File: config.mk
export PLATFORM = sky130hd
export DESIGN_NAME = wb_merge
export DESIGN_NICKNAME = d
export VERILOG_FILES = /design/src/rv64_pkg.sv /design/src/exe_pkg.sv /design/src/wb_merge.sv
export SDC_FILE = /design/constraint.sdc
export NUM_CORES = 1
export LEC_CHECK = 0
export ABC_AREA = 1
export BUFFER_PORTS_ARGS = -buffer_cell sky130_fd_sc_hd__buf_4
export CAP_MARGIN = 20
export CORE_AREA = 8 8 212 214
export DETAILED_ROUTE_END_ITERATION = 7
export DIE_AREA = 0 0 220 222
export PLACE_DENSITY_LB_ADDON = 0.15
export SYNTH_ARGS = -nofsm -noshare
export SYNTH_HDL_FRONTEND = slang
export SYNTH_SLANG_ARGS = --single-unit
File: constraint.sdc
create_clock -name vclk -period 2.1
set_input_delay 0.42 -clock vclk [all_inputs]
set_output_delay 0.42 -clock vclk [all_outputs]
set_load 0.005 [all_outputs]
File: src/rv64_pkg.sv
/*
 * RV64 architectural constants shared by the execute cluster.
 * Physical register 0 always reads as zero and is never written.
 */
package rv64_pkg;

	// Data path width.
	localparam int unsigned xlen = 64;

	// Width of a shift amount in 64-bit mode. W forms use one bit less.
	localparam int unsigned shamt_w = 6;

	// Physical register file size and index width.
	localparam int unsigned preg_num = 64;
	localparam int unsigned preg_w = 6;

	// Size of one instruction in bytes, used for the link value.
	localparam int unsigned inst_bytes = 4;

endpackage

File: src/exe_pkg.sv
/*
 * Micro-op function codes, issue structs and result structs of the execute cluster.
 * Slot A always carries an ALU op and slot B a branch or jump.
 */
package exe_pkg;

	// ALU function codes. Values above alu_sra are illegal.
	typedef enum logic [3:0] {
		alu_imm,
		alu_add,
		alu_sub,
		alu_slt,
		alu_xor,
		alu_or,
		alu_and,
		alu_sll,
		alu_srl,
		alu_sra
	} alu_fun_e;

	typedef enum logic [2:0] {
		bru_beq,
		bru_bne,
		bru_blt,
		bru_bge,
		bru_bltu,
		bru_bgeu,
		bru_jal,
		bru_jalr
	} bru_fun_e;

	typedef struct packed {
		logic valid;
		alu_fun_e fun;
		logic is32w;
		logic is_usi;
		logic is_imm;
		logic is_shamt;
		logic [rv64_pkg::preg_w-1:0] rs1;
		logic [rv64_pkg::preg_w-1:0] rs2;
		logic [rv64_pkg::preg_w-1:0] rd;
		logic [rv64_pkg::xlen-1:0] pc;
		logic [rv64_pkg::xlen-1:0] imm;
	} alu_issue_t;

	typedef struct packed {
		logic valid;
		bru_fun_e fun;
		logic [rv64_pkg::preg_w-1:0] rs1;
		logic [rv64_pkg::preg_w-1:0] rs2;
		logic [rv64_pkg::preg_w-1:0] rd;
		logic [rv64_pkg::xlen-1:0] pc;
		logic [rv64_pkg::xlen-1:0] imm;
	} bru_issue_t;

	// Register writeback of one unit.
	typedef struct packed {
		logic valid;
		logic [rv64_pkg::preg_w-1:0] rd;
		logic [rv64_pkg::xlen-1:0] res;
	} wb_t;

	typedef struct packed {
		logic valid;
		logic [rv64_pkg::xlen-1:0] pc;
	} redirect_t;

endpackage

File: src/wb_merge.sv
/*
 * Merges the two unit results in program order, slot B being the younger op.
 * Purely combinational. Writes to register 0 are dropped.
 */
`timescale 1ns/1ps

module wb_merge (
	input logic CLK,
	input logic rst_n,
	input exe_pkg::wb_t alu_wb,
	input exe_pkg::wb_t bru_wb,
	input exe_pkg::redirect_t bru_redir,
	output logic we_a,
	output logic we_b,
	output logic [rv64_pkg::preg_w-1:0] wa_idx,
	output logic [rv64_pkg::preg_w-1:0] wb_idx,
	output logic [rv64_pkg::xlen-1:0] wa_data,
	output logic [rv64_pkg::xlen-1:0] wb_data,
	output exe_pkg::wb_t commit_a,
	output exe_pkg::wb_t commit_b,
	output exe_pkg::redirect_t redirect
);

	logic same_rd;

	// When both target the same register, the older ALU write is superseded.
	assign same_rd = alu_wb.valid && bru_wb.valid && (alu_wb.rd == bru_wb.rd);

	assign we_a = alu_wb.valid && (alu_wb.rd != '0) && !same_rd;
	assign we_b = bru_wb.valid && (bru_wb.rd != '0);

	assign wa_idx = alu_wb.rd;
	assign wb_idx = bru_wb.rd;
	assign wa_data = alu_wb.res;
	assign wb_data = bru_wb.res;

	assign commit_a = '{valid: we_a, rd: wa_idx, res: wa_data};
	assign commit_b = '{valid: we_b, rd: wb_idx, res: wb_data};

	assign redirect = bru_redir;

	write_ports_distinct: assert property (@(posedge CLK) disable iff (!rst_n)
		!(we_a && we_b && (wa_idx == wb_idx)));

endmodule

# ---- Yosys cells after proc, flatten, opt, wreduce, memory -nomap -nowiden
# Index checks and enable logic that the tools add are counted.
dict set report classes {
  n_eq_ne 1
  reduce_logical 8
}
# cell n
set op_table {}
lappend op_table {{6-bit nonzero test} 2}
lappend op_table {{6-bit equality test} 1}
lappend op_table {{1-bit logical AND} 5}
lappend op_table {{1-bit zero test} 1}
dict set report word_totals {
  elab_cells 9
  inputBits 209
  reg_bits 0
}

# ---- Depth between registers and ports, before layout
dict set report logic_depth {
  ltp_word 4
  ltp_mapped 8
}

# ---- Least setup slack after synthesis
# OpenSTA, ideal clock, no wires.
dict set report synth_path {
  path_kind {input -> output}
  start {in alu_wb[65] (netlist bit)}
  end {out commit_a[70] (netlist bit)}
  t_arrival_ns 0.956
  path_stages 8
  slack_ns 0.724
  n_path_buf 1
  cell_sequence {inv_1 nand2_1 nand2_1 nor2_1 nand2_1 nor2_1 nor2_1 buf_4}
}
dict set report synth_between {
  elab_chain_len 4
  elab_cells_between_ends 6
  classes_between {eq/ne (1); reduce/logical (5)}
}
# item line_no
set synth_rtl {}
lappend synth_rtl {{from (decl)} wb_merge.sv:10} ;# input exe_pkg::wb_t alu_wb,
lappend synth_rtl {{6-bit equality test} wb_merge.sv:27} ;# assign same_rd = alu_wb.valid && bru_wb.valid && (alu_wb.rd == bru_wb.rd);
lappend synth_rtl {{1-bit logical AND} wb_merge.sv:27}
lappend synth_rtl {{1-bit zero test} wb_merge.sv:29} ;# assign we_a = alu_wb.valid && (alu_wb.rd != '0) && !same_rd;
lappend synth_rtl {{1-bit logical AND *} wb_merge.sv:29}
lappend synth_rtl {{to (decl)} wb_merge.sv:19} ;# output exe_pkg::wb_t commit_a,
# Every way passes the cells marked *; elsewhere a longest branch is shown, timed or not.

==> flow_results.org <==
** Outcome
- Result of the run :: finished, final reports clean

** STA
- Setup violations remaining at the end of the flow were counted as 0.
- The max-slew violation total from the final report came to 0.
- Rel. slew slack :: 87.5%
- Setup repair after global routing left no endpoint under its margin.
- Final hold violation count :: 0
- Setup total negative slack :: 0 ns
- The worst path needs 1.73 ns of the cycle, external delays included.
- Timing would allow up to a little under 0.6 GHz.
- Final Cycle Share :: 82.4%
- For the pin with the worst max-slew slack, the measured transition is 0.186 ns.

** Setup path
- Data arrives at the worst endpoint at about 1.3 ns.
- Category of cells accounting for the largest share of critical-path delay :: buffers and inverters
- By instance count, the cell type seen most on the critical path is buf_4.
- Slowest cell on crit path :: o21ai_0
- Counting both buffers and inverters, the worst setup path holds a total of 4.
- Critical path startpoint category :: primary input
- Critical path capture point type :: output port
- Max stage delay on crit path :: about 0.19 ns
- Classification of the worst setup path :: primary input to output port
- Of all nets on the critical path, the largest fanout is 5.
- Cell-by-cell trace of the critical path :: buf_4 -> nor2_1 -> nand3_1 -> o21ai_0 -> buf_4 -> inv_1 -> buf_4
- For the worst setup path, the data required time is about 1.7 ns.

** CTS
- Post-CTS repair timing setup buffer count :: 0
- # hold bufs at CTS :: 0
- Number of gates resized after cts :: 0

** Min path
- The tightest min-delay check is of the primary input to output port type.

** GRT
- Entering global routing, the biggest net connects 6 pins.
- Global-route total usage across every layer :: about 2.7%
- The first global-routing pass estimated ~9000 um of wire.
- The number of antenna violations at the first check in global routing was 0.
- Residual overflow from global routing :: 0
- Vias in the first global route :: around 950

** Pwr
- Maximum VDD drop :: between 20 and 25 uV
- Summed over all cells, the static leakage comes to 0.000346 uW.
- Switching power of the nets :: approximately 53 uW
- Flop pwr share :: 0%
- In this run switching power makes up a little under half of total power.
- The share of total power dissipated in combinational logic is 100.0%.
- Internal :: 60.0 uW
- In this run the power density over the cells is roughly 97 mW/mm2.
- The clock network is responsible for 0% of the overall power.
- The design draws 113 uW.

** Routing
- In the final routed layout, each cell accounts on average for 12.3 um.
- The routed layout has about 810 vias.
- Total routed wirelength :: 7730 um
- DRC marker count from the first detailed-route iteration :: 21
- Post-route DRC violation count :: 0
- The first detailed-routing pass ran for 2 iterations.
- Count of nets left with antenna violations after detail routing :: 0
- Dividing the detail-routed via count by the number of cells gives about 1.3.

** Final layout
- The final layout contains between 200 and 300 nets.
- Fill cells in the final layout number 4,982.
- Clock buffer instance count of the final layout :: 0
- Count of flip-flops and latches :: 0
- Area used by sequential logic in the layout :: 0 um2
- From synthesis to final layout, the design area changed by -57.9%.
- Antenna Cells :: 0
- The post-route netlist has between 40 and 50% of its cells at a drive strength greater than 1.

** Logic synthesis
- Synthesis produced a netlist with a net count of 600.
- Dividing the synthesized area by the synthesized cell count gives approximately 7.1 um2.
- Syn Inst Count :: 391
- The share of the Yosys chip area taken by registers is 0%.
- After synthesis, the netlist uses 8 different library cells.
- After synthesis, the cell types taking the most area are buf_4, nand2_1, inv_1, nor2_1, nand3_1.
- Count of synthesis-stage warnings from yosys :: 0
- The mapped netlist covers 0.00278 mm2.
- Largest area contributor in the netlist :: buf_4
- Top-area cell type share of the netlist area :: a little over nine tenths

** Floorplanning
- Once the floorplan was initialized, standard cells occupied under 10% of the core.
- Core footprint :: about 0.041 mm2
- The die is between 200 and 250 um tall.
- Row cnt :: 75
- X dimension of the die :: ~220 um
- During I/O placement, the number of pins put on the boundary was approximately 560.
- The die covers approximately 0.049 mm2.

** Placement
- Final Wtd Congestion :: around 0.6
- Post-detailed-placement half-perimeter wirelength :: between 6000 and 7000 um
- Input and output buffers added on the ports amount to 42.

** Flow run
- Max-Cap Viols :: 0
## path summary, 6_finish.rpt
| kind | startpoint | end | slack (ns) | depth (start not counted) |
|---|---|---|---|---|
| worst max-delay path | bru_wb[64] | commit_b[70] | 0.37 | 7 |
| worst min-delay path | alu_wb[55] | commit_a[55] | 0.84 | 0 |
## synth_stat cells, drive strengths merged
cell type,instances
a21oi,1
buf,347
inv,14
nand2,18
nand3,2
nand4,1
nor2,6
o21ai,2
## cell families (layout without fill, tap and decap cells)
logic type / after synthesis / after routing / share of synthesized area, %
buffers and inverters: 361 / 57 / 95.6
AND/OR/NAND/NOR: 27 / 27 / 3.83
AO/OA/AOI/OAI: 3 / 3 / 0.540
## placed cells by master (no fill, tap or decap)
master and n:
nand4_1 1, nor2_1 6, a21oi_1 1, inv_1 14, nand2_1 18, nand3_1 2, buf_4 43, o21ai_0 2
## power groups by stage
stage	clock, uW	sequential (uW)	combinational (uW)
5_1_grt	0	0	127
3_3_place_gp	0	0	121
6_report	0	0	113
3_5_place_dp	0	0	119
2_1_floorplan	0	0	557
4_1_cts	0	0	120
## layout make-up
type | instances | area (um2) | share of cell area, %
inverter | 14 | 52.6 | 4.49
multi-input combinational | 30 | 121 | 10.4
tap | 539 | 674 | 57.6
timing repair buffer | 43 | 323 | 27.6
## routing by layer
layer | vias to the layer above | share of wire, % | GRT usage [%]
met5 | - | 0 | 0
met4 | 0 | 21 | 5.24
met3 | 136 | 24 | 2.25
met2 | 216 | 40 | 4.03
met1 | 244 | 15 | 1.16
li1 | 211 | - | -
## through the flow
step           worst slack (ns)  cells  hold WS [ns]  utilization (%)  area [um2]
4_1_cts                   0.294    626         0.840             2.82        1170
2_1_floorplan             0.724    391         0.921                -        2780
3_5_place_dp              0.309    626         0.840             2.82        1170
5_1_grt                   0.199    626         0.840             2.82        1170
6_report                  0.369    626         0.840             2.82        1170
3_3_place_gp              0.349    626         0.840             2.82        1170
Note: power is estimated with default switching activity, not from simulation.
