`config.mk`:
```
export PLATFORM = sky130hd
export DESIGN_NAME = bru_exe
export DESIGN_NICKNAME = d
export VERILOG_FILES = /design/src/rv64_pkg.sv /design/src/exe_pkg.sv /design/src/bru_exe.sv
export SDC_FILE = /design/constraint.sdc
export NUM_CORES = 1
export LEC_CHECK = 0
export BUFFER_PORTS_ARGS = -buffer_cell sky130_fd_sc_hd__buf_2
export CORE_ASPECT_RATIO = 1.1
export CORE_MARGIN = 2
export CORE_UTILIZATION = 45
export DETAILED_ROUTE_END_ITERATION = 7
export GPL_ROUTABILITY_DRIVEN = 1
export PLACE_DENSITY = 0.71
export SLEW_MARGIN = 20
export SYNTH_ARGS = -nofsm -noshare
export SYNTH_HDL_FRONTEND = slang
export SYNTH_SLANG_ARGS = --single-unit
```
`constraint.sdc`:
```
create_clock -name CLK -period 0.8 [get_ports CLK]
set_input_delay 0.08 -clock CLK [delete_from_list [all_inputs] [get_ports CLK]]
set_output_delay 0.08 -clock CLK [all_outputs]
set_load 0.01 [all_outputs]
```
`src/rv64_pkg.sv`:
```
/*
 * RV64 architectural constants shared by the execute cluster.
 * Physical register 0 always reads as zero and is never written.
 */
package rv64_pkg;

	// Data path width.
	localparam int unsigned xlen = 64;

	// Width of a shift amount in 64-bit mode. W forms use one bit less.
	localparam int unsigned shamt_w = 6;

	// Physical register file size and index width.
	localparam int unsigned preg_num = 64;
	localparam int unsigned preg_w = 6;

	// Size of one instruction in bytes, used for the link value.
	localparam int unsigned inst_bytes = 4;

endpackage

```
`src/exe_pkg.sv`:
```
/*
 * Micro-op function codes, issue structs and result structs of the execute cluster.
 * Slot A always carries an ALU op and slot B a branch or jump.
 */
package exe_pkg;

	// ALU function codes. Values above alu_sra are illegal.
	typedef enum logic [3:0] {
		alu_imm,
		alu_add,
		alu_sub,
		alu_slt,
		alu_xor,
		alu_or,
		alu_and,
		alu_sll,
		alu_srl,
		alu_sra
	} alu_fun_e;

	typedef enum logic [2:0] {
		bru_beq,
		bru_bne,
		bru_blt,
		bru_bge,
		bru_bltu,
		bru_bgeu,
		bru_jal,
		bru_jalr
	} bru_fun_e;

	typedef struct packed {
		logic valid;
		alu_fun_e fun;
		logic is32w;
		logic is_usi;
		logic is_imm;
		logic is_shamt;
		logic [rv64_pkg::preg_w-1:0] rs1;
		logic [rv64_pkg::preg_w-1:0] rs2;
		logic [rv64_pkg::preg_w-1:0] rd;
		logic [rv64_pkg::xlen-1:0] pc;
		logic [rv64_pkg::xlen-1:0] imm;
	} alu_issue_t;

	typedef struct packed {
		logic valid;
		bru_fun_e fun;
		logic [rv64_pkg::preg_w-1:0] rs1;
		logic [rv64_pkg::preg_w-1:0] rs2;
		logic [rv64_pkg::preg_w-1:0] rd;
		logic [rv64_pkg::xlen-1:0] pc;
		logic [rv64_pkg::xlen-1:0] imm;
	} bru_issue_t;

	// Register writeback of one unit.
	typedef struct packed {
		logic valid;
		logic [rv64_pkg::preg_w-1:0] rd;
		logic [rv64_pkg::xlen-1:0] res;
	} wb_t;

	typedef struct packed {
		logic valid;
		logic [rv64_pkg::xlen-1:0] pc;
	} redirect_t;

endpackage

```
`src/bru_exe.sv`:
```
/*
 * One-cycle branch unit. Conditional branches never write a register.
 * jal and jalr are always taken and write pc + 4 to rd.
 */
`timescale 1ns/1ps

module bru_exe (
	input logic CLK,
	input logic rst_n,
	input logic flush,
	input exe_pkg::bru_issue_t iss,
	input logic [rv64_pkg::xlen-1:0] src1,
	input logic [rv64_pkg::xlen-1:0] src2,
	output exe_pkg::wb_t wb,
	output exe_pkg::redirect_t redir
);

	logic is_eq, is_lt, is_ltu;
	logic taken, is_jump;
	logic [rv64_pkg::xlen-1:0] target, link;

	logic wb_valid_q, redir_valid_q;
	logic [rv64_pkg::preg_w-1:0] rd_q;
	logic [rv64_pkg::xlen-1:0] link_q, target_q;

	assign is_eq = (src1 == src2);
	assign is_lt = ($signed(src1) < $signed(src2));
	assign is_ltu = (src1 < src2);

	assign is_jump = (iss.fun == exe_pkg::bru_jal) || (iss.fun == exe_pkg::bru_jalr);

	always_comb begin
		taken = 1'b0;
		case (iss.fun)
			exe_pkg::bru_beq: taken = is_eq;
			exe_pkg::bru_bne: taken = ~is_eq;
			exe_pkg::bru_blt: taken = is_lt;
			exe_pkg::bru_bge: taken = ~is_lt;
			exe_pkg::bru_bltu: taken = is_ltu;
			exe_pkg::bru_bgeu: taken = ~is_ltu;
			exe_pkg::bru_jal: taken = 1'b1;
			exe_pkg::bru_jalr: taken = 1'b1;
		endcase
	end

	// jalr clears bit 0 of its computed target.
	assign target = (iss.fun == exe_pkg::bru_jalr) ? ((src1 + iss.imm) & ~rv64_pkg::xlen'(1))
		: (iss.pc + iss.imm);
	assign link = iss.pc + rv64_pkg::xlen'(rv64_pkg::inst_bytes);

	always_ff @(posedge CLK or negedge rst_n) begin
		if (!rst_n) begin
			wb_valid_q <= 1'b0;
			redir_valid_q <= 1'b0;
		end else begin
			wb_valid_q <= iss.valid & ~flush & is_jump;
			redir_valid_q <= iss.valid & ~flush & taken;
		end
	end

	always_ff @(posedge CLK) begin
		rd_q <= iss.rd;
		link_q <= link;
		target_q <= target;
	end

	assign wb = '{valid: wb_valid_q, rd: rd_q, res: link_q};
	assign redir = '{valid: redir_valid_q, pc: target_q};

	// A jump writes its link in the same cycle as its redirect.
	jump_redirects: assert property (@(posedge CLK) disable iff (!rst_n)
		wb.valid |-> redir.valid);

endmodule

```
==> results of run 1 <==
[metal layers]
layer,GRT overflow,track usage [%]
met2,4,92.40
met1,0,78.12
met4,6,75.44
met5,0,44.25
met3,0,67.42
[cells in the mapped netlist, drive strengths merged, types with 8 or more instances]
library cell  number  share of area, %
nand3             44               1.6
nor3              32               1.2
nor2b             15              0.69
a31oi             24               1.2
nand4             48               2.2
nor2             118               3.3
o21a              15              0.83
nand2            167               4.6
a21oi            196               7.2
dfxtp            134                20
buf                9              0.43
a211oi            13              0.75
mux2i             12              0.88
xnor2            117               7.5
and3              31               1.4
xor2              60               3.9
inv              112               3.1
o211ai            11              0.61
nor4              11              0.55
o21bai            29               1.6
ha               190                17
nand2b            11              0.51
or3                9              0.41
o21ai             91               3.4
or2               11              0.51
clkbuf            47               1.3
o31ai              8              0.44
a21o              88               4.9
and2              14              0.65
[through the flow]
| stage | utilization (%) | cells | hold slack, ns | setup TNS (ns) |
|---|---|---|---|---|
| CTS | 85.87 | 3295 | -0.09371 | -139.79 |
| detailed placement | 72.92 | 3123 | -0.1232 | -182.97 |
| global placement | 72.92 | 3123 | -0.1355 | -179.52 |
| floorplan | - | 1765 | -0.2156 | -109.77 |
[repair_timing]
action / in CTS
pin swaps: 216
endpoints found under the hold margin: 61
hold buffers: 62
buffers inserted: 89
resized for setup: 416
endpoints found under the setup margin: 253
[kinds of logic after synthesis]
logic type               Yosys count  synth area share [%]
buffers and inverters            168                 4.816
flip-flops                       136                 20.07
AND/OR/NAND/NOR                  525                 18.55
multiplexers                      12                0.8824
XOR/XNOR                         177                 11.39
adder cells (fa/ha/maj)          192                 17.76
AO/OA/AOI/OAI                    555                 26.53
==> results.py, run 1 <==
metrics = {
    "sta": {
        "grt-worst-endpoint": "target_q[58]$_DFF_P_/D",
        "endpoint_type": "register data pin",
    },
    "synth": {
        "syn-cell-area_um2": 13610,
        "synth-edff-count": 0,
        "ys_seq_area_share_pct": 20.07,
        "ys.flop_type": "dfxtp_1",
        "avgSynthCellArea_um2": 7.713,
        "ys_types": 84,
        "syn-num-nets": 2238,
        "netlist_instances": 1765,
        "async_reset_ff_share_pct": 1.471,
        "ys_warn_count": 0,
        "ys_ff_latch": 136,
    },
    "clock_network": {
        "cts_made_buffers": 17,
        "h-tree-depth": 4,
        "clock_sinks": 136,
        "cts_max_path_buffers": 2,
        "cts_root_buffer": "clkbuf_16",
    },
    "place": {
        "dpl.hpwl_um": 50860,
        "gp_congestion": 0.9941,
        "place_ws_ns": -3.055,
        "post_dp_cell_area_um2": 21620,
        "io_buffers": 404,
    },
    "global_route": {
        "grt_overflow": 10,
        "grtUsageTotal_pct": 78.59,
        "grt_start_max_net_pins": 31,
    },
    "outcome": {
        "outcome": "did not finish",
        "lastStage": "global routing",
        "tool.error": "[ERROR GRT-0232] Routing congestion too high. Check the congestion heatmap in the GUI.",
    },
    "floorplan": {
        "ioPinCount": 417,
        "start_util_pct": 45.92,
        "rows": 66,
        "die_x_um": 169.8,
        "die_h_um": 186.4,
    },
}
==> run 2: changes to the inputs <==
CORE_ASPECT_RATIO = not set   (was 1.1)
CORE_UTILIZATION = 30   (was 45)
PLACE_DENSITY = not set   (was 0.71)
PLACE_DENSITY_LB_ADDON = 0.15   (was not set)
==> results.py, run 2 <==
metrics = {
    "final_layout": {
        "layout_commonest_cell": "buf_4",
        "fin_util_pct": 61.71,
        "top_regs": "link_q x64, target_q x64, rd_q x6",
        "drive_gt1_share_pct": 58.00,
        "final_cell_mix": "661 x buf_4, 254 x buf_2, 204 x buf_6",
        "layout.nets": 3422,
        "design_area_um2": 27820,
        "nFillCells": 3894,
        "area_growth_pct": 104.4,
        "instances_no_fill": 3563,
    },
    "min_path": {
        "hold_path.class": "in2reg",
        "hold_depth": 3,
    },
    "clock_network": {
        "clk_pin_slew_ns": 0.07,
        "cts_tree": "done",
        "cts_made_buffers": 17,
        "cts_root_buffer": "clkbuf_16",
        "h-tree-depth": 4,
        "cts_max_path_buffers": 2,
        "clock_sinks": 136,
    },
    "synth": {
        "ys.flop_type": "dfxtp_1",
        "synth-edff-count": 0,
        "synth_top_area_cell": "dfxtp_1",
        "ys_seq_area_share_pct": 20.07,
        "netlist.area_leader.share_pct": 19.71,
        "avgSynthCellArea_um2": 7.713,
        "ys_ff_latch": 136,
        "syn-cell-area_um2": 13610,
        "async_reset_ff_share_pct": 1.471,
        "netlist_instances": 1765,
        "syn-num-nets": 2238,
        "ys_warn_count": 0,
        "synth.area.top_cells": "dfxtp_1 20%, ha_1 17%, xnor2_1 7.5%",
        "yosys.cell_count.top_type": "a21oi_1",
        "ys_top_cells_by_count": "196 x a21oi_1, 190 x ha_1, 166 x nand2_1",
        "ys_types": 84,
    },
    "power_and_ir_drop": {
        "power.leakage_nw": 13.18,
        "swShare_pct": 37.03,
        "power_frac_seq_pct": 23.0,
        "pwr-share-comb_pct": 54.1,
        "ir_drop_mv": 1.267,
        "p_per_area_nw_per_um2": 1318,
        "p_clk_share_pct": 23.0,
        "switchingPower_mw": 13.58,
        "p_int_mw": 23.09,
        "p_total_mw": 36.68,
    },
    "place": {
        "post_dp_cell_area_um2": 22050,
        "dpl.hpwl_um": 53280,
        "place_ws_ns": -2.412,
        "io_buffers": 404,
        "gp_congestion": 0.9092,
        "placed_cells": 3369,
    },
    "drt": {
        "first_iter_violations": 985,
        "antenna_left": 0,
        "totalWireLength_um": 67660,
        "route.detailed.drc": 0,
        "drt_pass1_iterations": 5,
        "vias": 17950,
        "wl_per_cell_um": 18.99,
        "avgViaCountPerCell": 5.038,
    },
    "setup_path": {
        "cp-start-kind": "primary input",
        "critPathKind": "in2reg",
        "worstPathArrival_ns": 2.71,
        "crit_fanout": 4,
        "cp-end-kind": "flop",
        "cp.required_ns": 1.18,
    },
    "outcome": {
        "outcome": "finished with violations",
        "violations": "negative hold slack, negative setup slack",
    },
    "floorplan": {
        "die_area_um2": 47100,
        "core_um2": 45090,
        "die_h_um": 217.0,
        "die_x_um": 217.0,
        "start_util_pct": 30.19,
        "rows": 78,
        "ioPinCount": 417,
    },
    "sta": {
        "setup_violations": 251,
        "final.setup.worst_slack_ns": -1.522,
        "rsz0062_at_grt": "true",
        "relSlewSlack_pct": 51.55,
        "fin_crit_sh_pct": 290.3,
        "clock.fmax_ghz": 0.4307,
        "tightest_slew_ns": 0.7267,
        "hold_viol": 1,
        "period_needed_ns": 2.322,
        "fin_setup_tns_ns": -132.64,
        "hold_ws_ns": -0.07938,
        "drv_slew": 0,
    },
    "global_route": {
        "grt_overflow": 0,
        "antenna_found_initial": 3,
        "grt_pass1_vias": 18300,
        "grt_start_max_net_pins": 24,
        "grtUsageTotal_pct": 27.73,
        "grt_pass1_wl_um": 101100,
    },
    "job": {
        "maxCapViolations": 0,
    },
}
[run 2: repair_timing]
item / in CTS / in global routing
pin swaps: 221 / 162
resized for setup: 566 / 290
endpoints found under the setup margin: 251 / 253
hold buffers: 75 / 2
buffers inserted: 59 / 53
endpoints found under the hold margin: 76 / 3
[run 2: path summary, 6_finish.rpt]
kind	startpoint	end	slack, ns
max in group asynchronous	rst_n	wb_valid_q	0.22
min in group asynchronous	rst_n	redir_valid_q	0.45
min	flush	wb_valid_q	-0.08
max	iss[10]	target_q[63]	-1.52
[run 2: per-layer routing]
layer / track usage, % / wire [µm] / up-vias / share of wire [%]
met3: 5.129 / 3510 / 94 / 5.2
met4: 8.196 / 1691 / 2 / 2.5
met2: 46.75 / 32330 / 532 / 48
met1: 35.90 / 30110 / 8541 / 45
met5: 0 / 16 / - / 0.024
li1: - / - / 8782 / -
[run 2: final cells by class]
| type | count | area, µm² | share of cell area [%] |
|---|---|---|---|
| multi-input cells | 1461 | 13500 | 48.53 |
| repair buffers | 1221 | 9694 | 34.84 |
| flip-flops and latches | 136 | 2845 | 10.23 |
| well taps | 600 | 750.7 | 2.698 |
| inverters | 112 | 440.4 | 1.583 |
| clock buffers | 18 | 439.2 | 1.578 |
| clock inverters | 14 | 150.1 | 0.5396 |
| diodes | 1 | 2.502 | 0.008994 |
[run 2: power by group through the flow]
stage	Combinational, mW	Sequential (mW)	Clock [mW]
after floorplan	7.03	8.64	0
after global placement	15.2	8.23	0
after detailed placement	15.3	8.23	0
after CTS	18.2	8.32	8.59
after global routing	21.2	8.51	8.86
final	19.8	8.43	8.42
[run 2: cells by family after synthesis]
group / synth area share, %
compound gates: 26.53
fa+ha+maj: 17.76
mux: 0.8824
flops: 20.07
simple gates: 18.55
xor+xnor: 11.39
buf+inv: 4.816
[run 2: worst max-delay path, cell delays in order]
cell and delay [ns]:
buf_8 0.10, ha_4 0.23, a21o_1 0.16, a21o_1 0.21, a221oi_4 0.34, nand2_4 0.12
a221oi_4 0.40, o22ai_4 0.18, a31oi_4 0.25, a211oi_2 0.11, o41a_1 0.33, xor2_1 0.18
Power figures use the tool's default switching activity.
